[config.mk]
export PLATFORM = sky130hd
export DESIGN_NAME = periph_hub_top
export DESIGN_NICKNAME = d
export VERILOG_FILES = /design/src/periph_hub_pkg.sv /design/src/periph_addr_decode.sv /design/src/periph_read_buffer.sv /design/src/periph_gpio.sv /design/src/periph_edge_counter.sv /design/src/periph_hub_top.sv
export VERILOG_INCLUDE_DIRS = /design/src
export SDC_FILE = /design/constraint.sdc
export NUM_CORES = 1
export LEC_CHECK = 0
export BUFFER_PORTS_ARGS = -buffer_cell sky130_fd_sc_hd__buf_2
export CAP_MARGIN = 20
export CORE_UTILIZATION = 50
export CTS_BUF_LIST = sky130_fd_sc_hd__clkbuf_4
export DETAILED_ROUTE_END_ITERATION = 12
export HOLD_SLACK_MARGIN = 0.02
export PLACE_DENSITY = 0.83
export SLEW_MARGIN = 20
export SYNTH_ARGS = -nofsm -noshare
export SYNTH_HDL_FRONTEND = slang
export SYNTH_SLANG_ARGS = --single-unit
[constraint.sdc]
create_clock -name clk -period 1.8 [get_ports clk]
set_input_delay 0.27 -clock clk [delete_from_list [all_inputs] [get_ports clk]]
set_output_delay 0.27 -clock clk [all_outputs]
set_load 0.01 [all_outputs]
[src/periph_hub_cfg.svh]
// Address map and width settings for the peripheral hub.
// Included by the package and by every module that needs a bus width,
// a slot number or a register offset.

`ifndef PERIPH_HUB_CFG_SVH
`define PERIPH_HUB_CFG_SVH

// Bus widths
`define HUB_ADDR_W        11
`define HUB_DATA_W        32
`define HUB_PINS          8

// Slot counts for the two address regions
`define HUB_FULL_SLOTS    16
`define HUB_SIMPLE_SLOTS  16

// Populated slots
`define HUB_GPIO_SLOT     1
`define HUB_EDGE_SLOT     1

// GPIO register offsets within its 64-byte window
`define GPIO_OUT_OFS      6'h00
`define GPIO_IN_OFS       6'h04
`define GPIO_SEL_OFS      6'h20

// Edge counter register offsets within its 16-byte window
`define EDGE_COUNT_OFS    4'h0
`define EDGE_PIN_OFS      4'h1

`endif

[src/periph_hub_pkg.sv]
// Shared bus types for the peripheral hub.
// Modules refer to these by scoped name, e.g. periph_hub_pkg::bus_req_t.

`include "periph_hub_cfg.svh"

package periph_hub_pkg;

    // Access size code used for both reads and writes
    typedef enum logic [1:0] {
        ACC_BYTE = 2'b00,
        ACC_HALF = 2'b01,
        ACC_WORD = 2'b10,
        ACC_NONE = 2'b11
    } access_e;

    // Request from the core data bus
    typedef struct packed {
        logic [`HUB_ADDR_W-1:0] addr;
        logic [`HUB_DATA_W-1:0] wdata;
        access_e                write;
        access_e                read;
    } bus_req_t;

    // Read response from one slot
    typedef struct packed {
        logic [`HUB_DATA_W-1:0] rdata;
        logic                   ready;
    } slot_resp_t;

    // Output function select for one pin
    typedef struct packed {
        logic       is_simple;
        logic [3:0] slot;
    } pin_func_t;

endpackage

[src/periph_addr_decode.sv]
// Address decoder and response multiplexer for the peripheral hub.
// Bits 10:9 of 00/01 pick one of 16 full slots (64 bytes each),
// 10 picks one of 16 byte slots (16 bytes each). Purely combinational.

`timescale 1ns/100ps

`include "periph_hub_cfg.svh"

module periph_addr_decode (
    input  logic [`HUB_ADDR_W-1:0]      i_addr,
    input  periph_hub_pkg::slot_resp_t  i_full_resp [`HUB_FULL_SLOTS],
    input  logic [7:0]                  i_simple_rdata [`HUB_SIMPLE_SLOTS],
    output logic [`HUB_FULL_SLOTS-1:0]  o_full_sel,
    output logic [`HUB_SIMPLE_SLOTS-1:0] o_simple_sel,
    output periph_hub_pkg::slot_resp_t  o_resp
);

    logic [3:0] full_idx;
    logic [3:0] simple_idx;

    // Slot index fields of the address
    assign full_idx   = i_addr[9:6];
    assign simple_idx = i_addr[7:4];

    always_comb begin
        o_full_sel   = '0;
        o_simple_sel = '0;
        o_resp       = '0;

        case (i_addr[10:9])
            2'b00, 2'b01: begin
                o_full_sel[full_idx] = 1'b1;
                o_resp               = i_full_resp[full_idx];
            end
            2'b10: begin
                // Byte slots answer at once, data in the low byte
                o_simple_sel[simple_idx] = 1'b1;
                o_resp.rdata             = {{(`HUB_DATA_W-8){1'b0}}, i_simple_rdata[simple_idx]};
                o_resp.ready             = 1'b1;
            end
            default: begin
                // Region 11 is not mapped; nothing is selected
                o_resp = '0;
            end
        endcase
    end

endmodule

[src/periph_read_buffer.sv]
// Registered read path between the core and the peripheral slots.
// Captures the first ready response to a read and holds it until the core
// pulses read-complete. Writes are acknowledged in the same cycle.

`timescale 1ns/100ps

`include "periph_hub_cfg.svh"

module periph_read_buffer (
    input  logic                         clk,
    input  logic                         rst_n,
    input  periph_hub_pkg::bus_req_t     i_req,
    input  logic                         i_read_complete,
    input  periph_hub_pkg::slot_resp_t   i_resp,
    output periph_hub_pkg::access_e      o_slot_read,
    output logic [`HUB_DATA_W-1:0]       o_rdata,
    output logic                         o_ready
);

    logic                   read_req;
    logic                   write_req;
    logic                   capture;
    logic                   hold_r;
    logic                   ready_r;
    logic [`HUB_DATA_W-1:0] rdata_r;

    assign read_req  = (i_req.read != periph_hub_pkg::ACC_NONE);
    assign write_req = (i_req.write != periph_hub_pkg::ACC_NONE);

    // Take the response only once per read
    assign capture = !hold_r && read_req && i_resp.ready;

    always_ff @(posedge clk) begin
        if (!rst_n) begin
            hold_r  <= 1'b0;
            ready_r <= 1'b0;
        end else begin
            if (i_read_complete) begin
                hold_r <= 1'b0;
            end
            if (capture) begin
                hold_r <= 1'b1;
            end
            // Data is registered, so ready has to be as well
            ready_r <= read_req && i_resp.ready;
        end
    end

    always_ff @(posedge clk) begin
        if (capture) begin
            rdata_r <= i_resp.rdata;
        end
    end

    // Block a second read reaching the slots while the result waits
    assign o_slot_read = ready_r ? periph_hub_pkg::ACC_NONE : i_req.read;

    assign o_rdata = rdata_r;
    assign o_ready = ready_r || write_req;

endmodule

[src/periph_gpio.sv]
// GPIO peripheral on a full slot.
// Holds the output register and one function select per output pin.
// Each output pin is driven from the same-numbered bit of the slot its
// function select names; after reset every pin selects the GPIO itself.
// Register map: 0x00 output, 0x04 input, 0x20 + 4*pin function select.

`timescale 1ns/100ps

`include "periph_hub_cfg.svh"

module periph_gpio (
    input  logic                        clk,
    input  logic                        rst_n,
    input  logic                        i_sel,
    input  logic [5:0]                  i_offset,
    input  logic [`HUB_DATA_W-1:0]      i_wdata,
    input  periph_hub_pkg::access_e     i_write,
    input  logic [`HUB_PINS-1:0]        i_ui_in,
    input  logic [`HUB_PINS-1:0]        i_simple_pins,
    output periph_hub_pkg::slot_resp_t  o_resp,
    output logic [`HUB_PINS-1:0]        o_uo_out
);

    // Bits 4:2 of the offset index the function select registers
    localparam logic [5:0] SEL_IDX_MASK = 6'h1c;

    localparam int FUNC_W = $bits(periph_hub_pkg::pin_func_t);

    logic                     wr_en;
    logic                     out_hit;
    logic                     in_hit;
    logic                     sel_hit;
    logic [2:0]               sel_idx;
    logic [`HUB_PINS-1:0]     out_r;
    periph_hub_pkg::pin_func_t func_r [`HUB_PINS];

    assign wr_en   = i_sel && (i_write != periph_hub_pkg::ACC_NONE);
    assign out_hit = (i_offset == `GPIO_OUT_OFS);
    assign in_hit  = (i_offset == `GPIO_IN_OFS);
    assign sel_hit = ((i_offset & ~SEL_IDX_MASK) == `GPIO_SEL_OFS);
    assign sel_idx = i_offset[4:2];

    always_ff @(posedge clk) begin
        if (!rst_n) begin
            out_r <= '0;
        end else if (wr_en && out_hit) begin
            out_r <= i_wdata[`HUB_PINS-1:0];
        end
    end

    genvar pin;
    generate
        for (pin = 0; pin < `HUB_PINS; pin++) begin : g_pin
            always_ff @(posedge clk) begin
                if (!rst_n) begin
                    func_r[pin].is_simple <= 1'b0;
                    func_r[pin].slot      <= 4'(`HUB_GPIO_SLOT);
                end else if (wr_en && sel_hit && (sel_idx == pin)) begin
                    func_r[pin] <= i_wdata[FUNC_W-1:0];
                end
            end

            // Output routing for this pin
            always_comb begin
                o_uo_out[pin] = 1'b0;
                if (func_r[pin].is_simple) begin
                    if (func_r[pin].slot == 4'(`HUB_EDGE_SLOT)) begin
                        o_uo_out[pin] = i_simple_pins[pin];
                    end
                end else if (func_r[pin].slot == 4'(`HUB_GPIO_SLOT)) begin
                    o_uo_out[pin] = out_r[pin];
                end
            end
        end
    endgenerate

    // Read mux, always ready
    always_comb begin
        o_resp.ready = 1'b1;
        if (out_hit) begin
            o_resp.rdata = {{(`HUB_DATA_W-`HUB_PINS){1'b0}}, out_r};
        end else if (in_hit) begin
            o_resp.rdata = {{(`HUB_DATA_W-`HUB_PINS){1'b0}}, i_ui_in};
        end else if (sel_hit) begin
            o_resp.rdata = {{(`HUB_DATA_W-FUNC_W){1'b0}}, func_r[sel_idx]};
        end else begin
            o_resp.rdata = '0;
        end
    end

endmodule

[src/periph_edge_counter.sv]
// Rising-edge counter on a byte slot.
// Counts rising edges on one input pin picked by a 3-bit pin select.
// Offset 0 reads the 8-bit wrapping count, a write there clears it.
// Offset 1 holds the pin select. The count is also driven on the pins.

`timescale 1ns/100ps

`include "periph_hub_cfg.svh"

module periph_edge_counter (
    input  logic                     clk,
    input  logic                     rst_n,
    input  logic                     i_sel,
    input  logic [3:0]               i_offset,
    input  periph_hub_pkg::access_e  i_write,
    input  logic [7:0]               i_wdata,
    input  logic [`HUB_PINS-1:0]     i_ui_in,
    output logic [7:0]               o_rdata,
    output logic [`HUB_PINS-1:0]     o_uo_out
);

    logic       wr_en;
    logic       count_hit;
    logic       pin_hit;
    logic [2:0] pin_sel_r;
    logic       sample_r;
    logic       prev_r;
    logic       rise;
    logic [7:0] count_r;

    assign wr_en     = i_sel && (i_write != periph_hub_pkg::ACC_NONE);
    assign count_hit = (i_offset == `EDGE_COUNT_OFS);
    assign pin_hit   = (i_offset == `EDGE_PIN_OFS);

    // Edge detect runs on the registered sample
    assign rise = sample_r && !prev_r;

    always_ff @(posedge clk) begin
        if (!rst_n) begin
            pin_sel_r <= '0;
            sample_r  <= 1'b0;
            prev_r    <= 1'b0;
            count_r   <= '0;
        end else begin
            sample_r <= i_ui_in[pin_sel_r];
            prev_r   <= sample_r;

            if (wr_en && pin_hit) begin
                pin_sel_r <= i_wdata[2:0];
            end

            // Clearing wins over an edge in the same cycle
            if (wr_en && count_hit) begin
                count_r <= '0;
            end else if (rise) begin
                count_r <= count_r + 8'd1;
            end
        end
    end

    always_comb begin
        if (count_hit) begin
            o_rdata = count_r;
        end else if (pin_hit) begin
            o_rdata = {5'b0, pin_sel_r};
        end else begin
            o_rdata = '0;
        end
    end

    assign o_uo_out = count_r;

endmodule

[src/periph_hub_top.sv]
// Top level of the peripheral hub.
// Connects the core data bus to the read buffer and address decoder, and
// those to the GPIO (full slot 1) and the edge counter (byte slot 1).
// Every other slot is tied to an empty response here.

`timescale 1ns/100ps

`include "periph_hub_cfg.svh"

module periph_hub_top (
    input  logic                        clk,
    input  logic                        rst_n,
    input  logic [`HUB_PINS-1:0]        i_ui_in,
    input  periph_hub_pkg::bus_req_t    i_req,
    input  logic                        i_read_complete,
    output logic [`HUB_DATA_W-1:0]      o_rdata,
    output logic                        o_ready,
    output logic [`HUB_PINS-1:0]        o_uo_out
);

    wire periph_hub_pkg::slot_resp_t full_resp [`HUB_FULL_SLOTS];
    wire [7:0]                       simple_rdata [`HUB_SIMPLE_SLOTS];
    logic [`HUB_FULL_SLOTS-1:0]      full_sel;
    logic [`HUB_SIMPLE_SLOTS-1:0]    simple_sel;
    periph_hub_pkg::slot_resp_t      dec_resp;
    logic [`HUB_PINS-1:0]            edge_pins;

    periph_read_buffer u_read_buffer (
        .clk             (clk),
        .rst_n           (rst_n),
        .i_req           (i_req),
        .i_read_complete (i_read_complete),
        .i_resp          (dec_resp),
        .o_slot_read     (),
        .o_rdata         (o_rdata),
        .o_ready         (o_ready)
    );

    periph_addr_decode u_addr_decode (
        .i_addr         (i_req.addr),
        .i_full_resp    (full_resp),
        .i_simple_rdata (simple_rdata),
        .o_full_sel     (full_sel),
        .o_simple_sel   (simple_sel),
        .o_resp         (dec_resp)
    );

    periph_gpio u_gpio (
        .clk           (clk),
        .rst_n         (rst_n),
        .i_sel         (full_sel[`HUB_GPIO_SLOT]),
        .i_offset      (i_req.addr[5:0]),
        .i_wdata       (i_req.wdata),
        .i_write       (i_req.write),
        .i_ui_in       (i_ui_in),
        .i_simple_pins (edge_pins),
        .o_resp        (full_resp[`HUB_GPIO_SLOT]),
        .o_uo_out      (o_uo_out)
    );

    periph_edge_counter u_edge_counter (
        .clk      (clk),
        .rst_n    (rst_n),
        .i_sel    (simple_sel[`HUB_EDGE_SLOT]),
        .i_offset (i_req.addr[3:0]),
        .i_write  (i_req.write),
        .i_wdata  (i_req.wdata[7:0]),
        .i_ui_in  (i_ui_in),
        .o_rdata  (simple_rdata[`HUB_EDGE_SLOT]),
        .o_uo_out (edge_pins)
    );

    // Empty full slots read zero and never become ready
    // Empty byte slots read zero; the decoder makes them ready
    genvar s;
    generate
        for (s = 0; s < `HUB_FULL_SLOTS; s++) begin : g_full_tie
            if (s != `HUB_GPIO_SLOT) begin : g_empty
                assign full_resp[s] = '0;
            end
        end
        for (s = 0; s < `HUB_SIMPLE_SLOTS; s++) begin : g_simple_tie
            if (s != `HUB_EDGE_SLOT) begin : g_empty
                assign simple_rdata[s] = '0;
            end
        end
    endgenerate

endmodule

==> run summary, run 1 <==
run status -> finished, final reports clean
Mapped Cells -> 378
HPWL after detailed placement -> 7370 µm
Seq/Total Area, Yosys -> 48.52%
# port buffers -> 50
Hold EP -> u_gpio.out_r[7]
top-area cell type share of the netlist area -> 36.20%
EDFF count, synth -> 47
unrepaired setup endpoints after global routing -> yes
fraction of registers with async set or reset after synthesis -> 0%
Max-cap violations -> 0
Cell variety after synth -> 55
Reg clk slew, reported paths -> 0.12 ns
clock network fraction of design power -> 31.7%
Worst EP required -> 1.53 ns
multi-input logic area -> 1823 µm²
Synth Cell Area -> 3899 µm²
n_diodes -> 0
flops & latches, synth -> 71
min cycle time layout -> 1.773 ns
TritonCTS clock tree -> yes
Crit Reg-Reg Startpoint -> u_gpio.func_r[6][4]
Worst Setup Slack, final -> 0.02692 ns
TritonCTS Buffers -> 9
GRT Total Usage -> 24.97%
Clock Tree Root -> clkbuf_4
Hold WC Path Type -> primary input to flip-flop
register area -> 1896 µm²
Avg Inst Size Synth -> 10.31 µm²
pre-CTS setup slack -> -0.1036 ns
initial antenna violation count -> 0
endpoints failing hold -> 0
dominant cells by area after synthesis -> edfxtp_1 (36%), dfxtp_1 (12%), mux2i_1 (6.9%)
hold depth -> 3
Net Sw Frac -> 26.59%
Starting Density -> 52.63%
Finished Layout Cells -> 555
# clock sinks -> 71
total grt overflow -> 0
Post-DP Area -> 4289 µm²
DIE WIDTH -> 90.31 µm
gpl congestion -> 0.9046
sequential cell fraction of total power -> 56.8%
ys flop type -> edfxtp_1
placed cell count -> 537
Worst-Skew Late Latency -> 0.42 ns
CP max FO -> 2
most instantiated cells after synthesis -> edfxtp_1 (47), nor2_1 (47), nand2_1 (31)
detailed-route wire length per cell -> 17.69 µm
setup TNS -> 0 ns
drc violations -> 0
cell internal pwr -> 2.366 mW
kind of critical path -> flip-flop to output pin
count of hold-fix buffers inserted at cts -> 0
hold path startpoint -> i_req[11]
capturing point of the worst reg2reg path -> u_read_buffer.o_rdata[4]
routed vias -> 3287
crit share post-route -> 98.50%
CP Launch Type -> flip-flop
Lkg Pwr -> 1.702 nW
Worst Clk Skew -> 0.01219 ns
nets -> 510
maximum vdd drop -> 0.0003540 V
share of layout cells above drive strength 1 -> 29.17%
vias in the first global route -> 3048
Highest Clock Rate -> 564.0 MHz
fin area -> 4482 µm²
R2R depth -> 5
# rows -> 31
Setup violations, final -> 0
placeable core region -> 7408 µm²
CTS Buffer Depth -> 2
number of max-slew violations in the final report -> 0
Chip Height -> 90.31 µm
CP Capture Type -> output pin
H-Tree Level Count -> 3
Routed Antenna Nets -> 0
first-pass GRT wire length -> 15570 µm
largest net degree at the start of global routing -> 34
First-pass DRT Iterations -> 5
switching power -> 0.8571 mW
DR vias/cell -> 5.923
Critical Path AT -> 1.50 ns
Area Growth Syn to Fin -> 14.96%
R2R setup slack -> 0.32 ns
Synthesis Warnings -> 0
Hold Slack -> 0.07702 ns
area leader, netlist -> edfxtp_1
drt total wl -> 9819 µm
IO Pins -> 99
initial DRC count -> 312
Pwr Density -> 719.2 nW/µm²
die area -> 8155 µm²
Fill cells -> 608
Comb power frac -> 11.4%
## state kept, by name (all words and copies together) (netlist names)
register,count
u_read_buffer.ready_r,1
u_edge_counter.o_uo_out,8
u_read_buffer.hold_r,1
u_edge_counter.sample_r,1
u_gpio.out_r,8
u_read_buffer.o_rdata,8
u_edge_counter.prev_r,1
u_gpio.func_r,40
u_edge_counter.pin_sel_r,3
## cell families (layout without fill, tap and decap cells)
family / count (synthesis) / after routing / share of synthesized area, %
AO/OA/AOI/OAI: 55 / 55 / 10.33
XOR/XNOR: 7 / 7 / 1.573
adder cells (fa/ha/maj): 1 / 1 / 0.3209
buffers and inverters: 44 / 99 / 7.798
flip-flops: 71 / 71 / 48.52
multiplexers: 29 / 29 / 8.087
other: 1 / 24 / 0.09618
AND/OR/NAND/NOR: 170 / 170 / 23.27
## what timing repair did
item	in CTS	in global routing
hold endpoints to repair	0	0
setup endpoints to repair	2	7
setup buffers	0	2
resized for setup	2	6
## power groups by stage
| stage | registers [mW] | clock network [mW] | logic (mW) |
|---|---|---|---|
| after floorplan | 1.85 | 0 | 0.257 |
| after CTS | 1.83 | 1.03 | 0.358 |
| after detailed placement | 1.86 | 0 | 0.356 |
| final | 1.83 | 1.02 | 0.369 |
| after global placement | 1.86 | 0 | 0.347 |
| after global routing | 1.84 | 1.10 | 0.397 |
## area by class of cell
type	count	share of cell area (%)
Clock buffer	9	1.508
Clock inverter	7	1.619
Inverter	3	0.2513
Multi-Input combinational cell	286	40.68
Sequential cell	71	42.29
Tap cell	99	2.764
Timing Repair Buffer	80	10.89
## per-layer routing
metal	share of wire (%)	vias to the layer above	global-route usage [%]
met5	0	-	0
met4	3.3	0	11.56
met3	9.1	33	5.892
met2	48	215	40.08
met1	39	1557	31.93
li1	-	1482	-
## stage by stage
stage          utilization [%]  total power, mW
6_report                 60.50            3.223
5_1_grt                  60.50            3.335
4_1_cts                  59.96            3.214
3_5_place_dp             57.90            2.221
3_3_place_gp             57.90            2.209
2_1_floorplan                -            2.111
## worst max-delay path by stage
stage / slack [ns] / end / startpoint
4_1_cts: 0.04 / o_uo_out[0] / u_edge_counter.o_uo_out[0]
3_5_place_dp: -0.10 / u_gpio.func_r[0][1] / i_req[43]
5_1_grt: -0.05 / o_uo_out[6] / u_gpio.func_r[6][2]
3_3_place_gp: -0.02 / u_gpio.func_r[6][4] / i_req[43]
2_1_floorplan: 0.004 / u_gpio.func_r[0][0] / i_req[36]
6_report: 0.03 / o_uo_out[6] / u_gpio.func_r[6][2]
## placed cells by master, fill, tap and decap left out, types with 9 or more instances in the layout
cell type / netlist / final
buf_2: 8 / 50
nor2_1: 47 / 47
edfxtp_1: 47 / 47
nand2_1: 31 / 31
buf_4: 25 / 29
mux2i_1: 27 / 27
nand3_1: 27 / 27
conb_1: 1 / 24
dfxtp_1: 24 / 21
o21ai_1: 14 / 14
o21ai_0: 12 / 12
nand2b_1: 12 / 12
clkbuf_4: 0 / 9
## worst max-delay path, stage by stage (launching register included)
cell,delay [ns]
edfxtp_1,0.43
nand2b_1,0.19
nor4_2,0.28
buf_2,0.19
(Power assumes the default switching activity.)
==> run 2: changes to the inputs <==
--- a/config.mk
+++ b/config.mk
@@ -8,6 +8,7 @@
 export LEC_CHECK = 0
 export BUFFER_PORTS_ARGS = -buffer_cell sky130_fd_sc_hd__buf_2
 export CAP_MARGIN = 20
+export CORE_ASPECT_RATIO = 1.5
 export CORE_UTILIZATION = 50
 export CTS_BUF_LIST = sky130_fd_sc_hd__clkbuf_4
 export DETAILED_ROUTE_END_ITERATION = 12
==> run summary, run 2 (synthesized netlist as in run 1, its figures left out) <==
Chip Height -> 110.2 µm (+22%)
die area -> 8162 µm² (about the same)
first-pass GRT wire length -> 14790 µm (-5.1%)
unrepaired setup endpoints after global routing -> yes
register area -> 1892 µm² (-0.20%)
failing checks -> setup timing
share of layout cells above drive strength 1 -> 29.19% (about the same)
First-pass DRT Iterations -> 6 (+1)
placeable core region -> 7564 µm² (+2.1%)
Hold WC Path Type -> primary input to flip-flop
setup TNS -> -0.02843 ns (-0.02843 ns)
DIE WIDTH -> 74.10 µm (-18%)
multi-input logic area -> 1847 µm² (+1.3%)
gpl congestion -> 0.9597 (+6.1%)
min cycle time layout -> 1.828 ns (+0.05535 ns)
most frequent cells in the layout -> buf_2 (50), nor2_1 (47), edfxtp_1 (47)
Reg clk slew, reported paths -> 0.12 ns (about the same)
Max-cap violations -> 0 (unchanged)
clock network fraction of design power -> 33.9% (+2.2 points)
IO Pins -> 99 (unchanged)
number of max-slew violations in the final report -> 0 (unchanged)
TritonCTS Buffers -> 9 (unchanged)
drt total wl -> 10010 µm (+1.9%)
Pwr Density -> 734.3 nW/µm² (+2.1%)
Fill cells -> 614 (+0.99%)
Lkg Pwr -> 1.736 nW (+2.0%)
Critical Path AT -> 1.56 ns (+0.06 ns)
CP max FO -> 2 (unchanged)
GRT Total Usage -> 25.59% (+0.62 points)
Worst Setup Slack, final -> -0.02843 ns (-0.05535 ns)
vias in the first global route -> 3020 (-0.92%)
initial DRC count -> 286 (-8.3%)
sequential cell fraction of total power -> 54.8% (-2.0 points)
post-route core utilization -> 60.17% (-0.33 points)
Worst EP required -> 1.53 ns (about the same)
Clock Tree Root -> clkbuf_4
# Post-CTS Setup Buffers -> 0 (unchanged)
Routed Antenna Nets -> 0 (unchanged)
CP Capture Type -> output pin
max reg flops -> 40 (unchanged)
Reg with most FFs -> u_gpio.func_r
initial antenna violation count -> 0 (unchanged)
HPWL after detailed placement -> 7601 µm (+3.1%)
crit share post-route -> 101.6% (+3.1 points)
count of hold-fix buffers inserted at cts -> 0 (unchanged)
switching power -> 0.8249 mW (-3.8%)
largest net degree at the start of global routing -> 35 (+2.9%)
routed vias -> 3200 (-2.6%)
H-Tree Level Count -> 3 (unchanged)
run status -> finished with violations
TritonCTS clock tree -> yes
drc violations -> 0 (unchanged)
detailed-route wire length per cell -> 17.80 µm (+0.64%)
# rows -> 39 (+26%)
Highest Clock Rate -> 546.9 MHz (-3.0%)
# port buffers -> 50 (unchanged)
Worst-Skew Late Latency -> 0.45 ns (+0.03 ns)
Worst Clk Skew -> 0.01771 ns (+0.005524 ns)
DR vias/cell -> 5.694 (-3.9%)
nets -> 513 (+0.59%)
cell internal pwr -> 2.517 mW (+6.4%)
kind of critical path -> flip-flop to output pin
endpoints failing hold -> 0 (unchanged)
# clock sinks -> 71 (unchanged)
most common cell after layout, fill and taps aside -> buf_2
R2R setup slack -> 0.17 ns (-0.15 ns)
Area Growth Syn to Fin -> 16.72%
Hold Slack -> 0.02949 ns (-0.04753 ns)
Starting Density -> 51.55% (-1.1 points)
CTS Buffer Depth -> 2 (unchanged)
Setup violations, final -> 1 (+1)
total grt overflow -> 0 (unchanged)
maximum vdd drop -> 0.0003008 V (-15%)
Net Sw Frac -> 24.68% (-1.9 points)
Comb power frac -> 11.3% (about the same)
CP Launch Type -> flip-flop
## run 2: final cells by class
cell class / instances / share of cell area (%)
Sequential cell: 71 / 41.57
Timing Repair Buffer: 83 / 11.22
Multi-Input combinational cell: 286 / 40.58
Inverter: 3 / 0.2475
Clock inverter: 6 / 1.870
Tap cell: 102 / 2.805
Clock buffer: 10 / 1.650
Antenna cell: 1 / 0.05499
## run 2: power by group through the flow
stage	sequential, mW	combinational [mW]	clock, mW
floorplan	1.85	0.257	0
global placement	1.86	0.356	0
detailed placement	1.86	0.363	0
CTS	1.83	0.365	1.13
finish	1.83	0.376	1.13
global route	1.84	0.404	1.20
## run 2: worst max-delay path: stages, from the launching register on
cell and delay, ns:
edfxtp_1 0.43, nand2b_4 0.18, nor4_4 0.32, buf_2 0.19
## run 2: per-stage QoR
stage	area (µm²)	setup slack (ns)	total power, mW	std cells
after floorplan	3985	0.004188	2.111	401
after global placement	4330	-0.009276	2.215	545
after detailed placement	4330	-0.06662	2.225	545
after CTS	4512	0.0003521	3.319	561
after global routing	4548	-0.05872	3.438	561
final	4551	-0.02843	3.342	562
## run 2: path summary, 6_finish.rpt
path                                start  cells after the start                  endpoint
setup / recovery      u_gpio.func_r[3][2]                      3               o_uo_out[3]
hold / removal                  i_req[11]                      3           u_gpio.out_r[7]
setup reg to reg      u_gpio.func_r[3][0]                      5  u_read_buffer.o_rdata[0]
hold reg to reg   u_edge_counter.sample_r                      1     u_edge_counter.prev_r
## run 2: metal layers
| metal | share of wire [%] | GRT usage, % | vias up |
|---|---|---|---|
| met1 | 34 | 24.39 | 1501 |
| met2 | 53 | 47.01 | 164 |
| li1 | - | - | 1490 |
| met4 | 7.1 | 19.37 | 0 |
| met3 | 5.5 | 4.909 | 45 |
| met5 | 0 | 0 | - |
## run 2: repair_timing
item | in CTS | in global routing
pin swaps | 0 | 1
setup endpoints to repair | 2 | 4
resized for setup | 3 | 5
==> run 3: changes to the inputs <==
--- a/config.mk
+++ b/config.mk
@@ -9,6 +9,7 @@
 export BUFFER_PORTS_ARGS = -buffer_cell sky130_fd_sc_hd__buf_2
 export CAP_MARGIN = 20
 export CORE_ASPECT_RATIO = 1.5
+export CORE_MARGIN = 5
 export CORE_UTILIZATION = 50
 export CTS_BUF_LIST = sky130_fd_sc_hd__clkbuf_4
 export DETAILED_ROUTE_END_ITERATION = 12
==> run summary, run 3 (synthesized netlist as in run 1, its figures left out) <==
H-Tree Level Count -> 3 (unchanged)
capturing point of the worst reg2reg path -> u_read_buffer.o_rdata[4]
hold path startpoint -> i_req[10]
min cycle time layout -> 1.747 ns (-0.08163 ns)
IO Pins -> 99 (unchanged)
Routed Antenna Nets -> 0 (unchanged)
unrepaired setup endpoints after global routing -> no
routed vias -> 3230 (+0.94%)
Hold WC Path Type -> primary input to flip-flop
Reg clk slew, reported paths -> 0.11 ns (about the same)
initial antenna violation count -> 1 (+1)
share of layout cells above drive strength 1 -> 30.74% (+1.5 points)
CP max FO -> 2 (unchanged)
initial DRC count -> 188 (-34%)
drt total wl -> 10150 µm (+1.4%)
Starting Density -> 51.22% (-0.33 points)
Clock Tree Root -> clkbuf_4
Worst-Skew Late Latency -> 0.44 ns (about the same)
slowest CP cell -> edfxtp_1
# rows -> 39 (unchanged)
crit share post-route -> 97.04% (-4.5 points)
CP Launch Type -> flip-flop
HPWL after detailed placement -> 7834 µm (+3.1%)
cell internal pwr -> 2.646 mW (+5.1%)
Critical Path AT -> 1.48 ns (-0.08 ns)
TritonCTS clock tree -> yes
drc violations -> 0 (unchanged)
Chip Height -> 118.2 µm (+7.3%)
First-pass DRT Iterations -> 5 (-1)
Hold EP -> u_gpio.out_r[6]
Lkg Pwr -> 1.765 nW (+1.6%)
Crit Reg-Reg Startpoint -> u_gpio.func_r[5][4]
max reg flops -> 40 (unchanged)
first-pass GRT wire length -> 15530 µm (+5.0%)
vias in the first global route -> 3181 (+5.3%)
gpl congestion -> 0.9914 (+3.3%)
DR vias/cell -> 5.717 (+0.40%)
hold depth -> 3 (unchanged)
Comb power frac -> 11.2% (about the same)
total grt overflow -> 0 (unchanged)
met2 wire length -> 5428 µm (+2.4%)
CP cell instances -> nand2b_4 > nor4_2 > buf_2
switching power -> 0.8255 mW (about the same)
pre-CTS setup slack -> -0.05517 ns (+0.01145 ns)
most frequent cells in the layout -> buf_2 (50), nor2_1 (47), edfxtp_1 (47)
Area Growth Syn to Fin -> 18.45%
Max Used Layer -> met4
# port buffers -> 50 (unchanged)
Reg with most FFs -> u_gpio.func_r
Worst Clk Skew -> 0.01011 ns (-0.007603 ns)
CTS Buffer Depth -> 2 (unchanged)
die area -> 9700 µm² (+19%)
# clock sinks -> 71 (unchanged)
nets -> 516 (+0.58%)
R2R depth -> 4 (-1)
TritonCTS Buffers -> 9 (unchanged)
number of max-slew violations in the final report -> 0 (unchanged)
placeable core region -> 7612 µm² (+0.65%)
Pwr Density -> 751.7 nW/µm² (+2.4%)
placed cell count -> 547 (+0.37%)
Net Sw Frac -> 23.78% (-0.91 points)
R2R setup slack -> 0.14 ns (-0.03 ns)
Worst EP required -> 1.53 ns (about the same)
crit-path max cell delay -> 0.42 ns (about the same)
Finished Layout Cells -> 565 (+0.53%)
sequential cell fraction of total power -> 52.7% (-2.1 points)
GRT Total Usage -> 21.79% (-3.8 points)
maximum vdd drop -> 0.0005053 V (+68%)
run status -> finished, final reports clean
endpoints failing hold -> 0 (unchanged)
largest net degree at the start of global routing -> 18 (-49%)
CP Capture Type -> output pin
met3 wire len -> 674 µm (+23%)
Setup violations, final -> 0 (-1)
kind of critical path -> flip-flop to output pin
Max-cap violations -> 0 (unchanged)
detailed-route wire length per cell -> 17.96 µm (+0.90%)
Highest Clock Rate -> 572.5 MHz (+4.7%)
clock network fraction of design power -> 36.1% (+2.2 points)
most common cell after layout, fill and taps aside -> buf_2
Worst Setup Slack, final -> 0.05320 ns (+0.08163 ns)
wl on met1 -> 3376 µm (-2.0%)
DIE WIDTH -> 82.10 µm (+11%)
-- run 3: cell count changes in the layout (fill, tap and decap cells not counted) --
cell | previous run | this run
nor4_2 | 3 | 7
dfxtp_1 | 24 | 21
dfxtp_2 | 0 | 3
nor4_1 | 4 | 1
buf_4 | 32 | 34
buf_12 | 1 | 2
bufinv_16 | 2 | 3
clkbuf_4 | 10 | 9
clkinv_1 | 1 | 2
clkinvlp_4 | 1 | 0
nor4_4 | 2 | 1
-- run 3: how the worst max path moves through the flow --
stage	start	to	slack, ns
floorplan	i_req[36]	u_gpio.func_r[0][0]	0.004
global placement	i_req[38]	u_read_buffer.o_rdata[4]	-0.02
detailed placement	i_req[43]	u_gpio.func_r[3][1]	-0.06
CTS	u_gpio.func_r[6][2]	o_uo_out[6]	-0.01
global route	u_gpio.func_r[6][2]	o_uo_out[6]	0.004
finish	u_gpio.func_r[6][2]	o_uo_out[6]	0.05
-- run 3: worst max-delay path: cells and delay by family, from the launching register on --
kind          cells  cell delay [ns]
simple gates      2             0.43
flops             1             0.42
buf+inv           1             0.19
-- run 3: per-stage QoR --
stage / total power [mW] / hold slack, ns / instance area [µm²] / util [%] / TNS [ns]
4_1_cts: 3.468 / 0.02049 / 4562 / 59.93 / -0.01177
5_1_grt: 3.577 / 0.04049 / 4618 / 60.67 / 0
3_3_place_gp: 2.222 / 0.4394 / 4358 / 57.25 / -0.1032
6_report: 3.472 / 0.03705 / 4618 / 60.67 / 0
3_5_place_dp: 2.235 / 0.4468 / 4358 / 57.25 / -1.270
2_1_floorplan: 2.111 / 0.4004 / 3985 / - / 0
-- run 3: routing by layer --
layer	track usage, %	vias up
met5	0	-
met4	16.53	0
met3	3.501	49
met2	38.56	168
met1	21.72	1528
li1	-	1485
-- run 3: cell type report --
class                   count  area (µm²)
repair buffers             86       545.5
flip-flops and latches     71        1896
clock inverters             7       111.4
inverters                   3       11.26
diodes                      1       2.502
clock buffers               9       67.56
well taps                 102       127.6
fillers                   638        2994
multi-input cells         286        1857
-- run 3: power by group through the flow --
stage	Sequential (mW)	Clock (mW)	Combinational, mW
2_1_floorplan	1.85	0	0.257
3_3_place_gp	1.86	0	0.365
3_5_place_dp	1.86	0	0.374
4_1_cts	1.83	1.27	0.378
5_1_grt	1.84	1.32	0.418
6_report	1.83	1.25	0.389
-- run 3: what timing repair did --
action / CTS / global route
hold endpoints to repair: 0 / 0
setup endpoints to repair: 4 / 6
gates resized for setup: 4 / 9
hold buffers: 0 / 0
setup buffers: 0 / 1
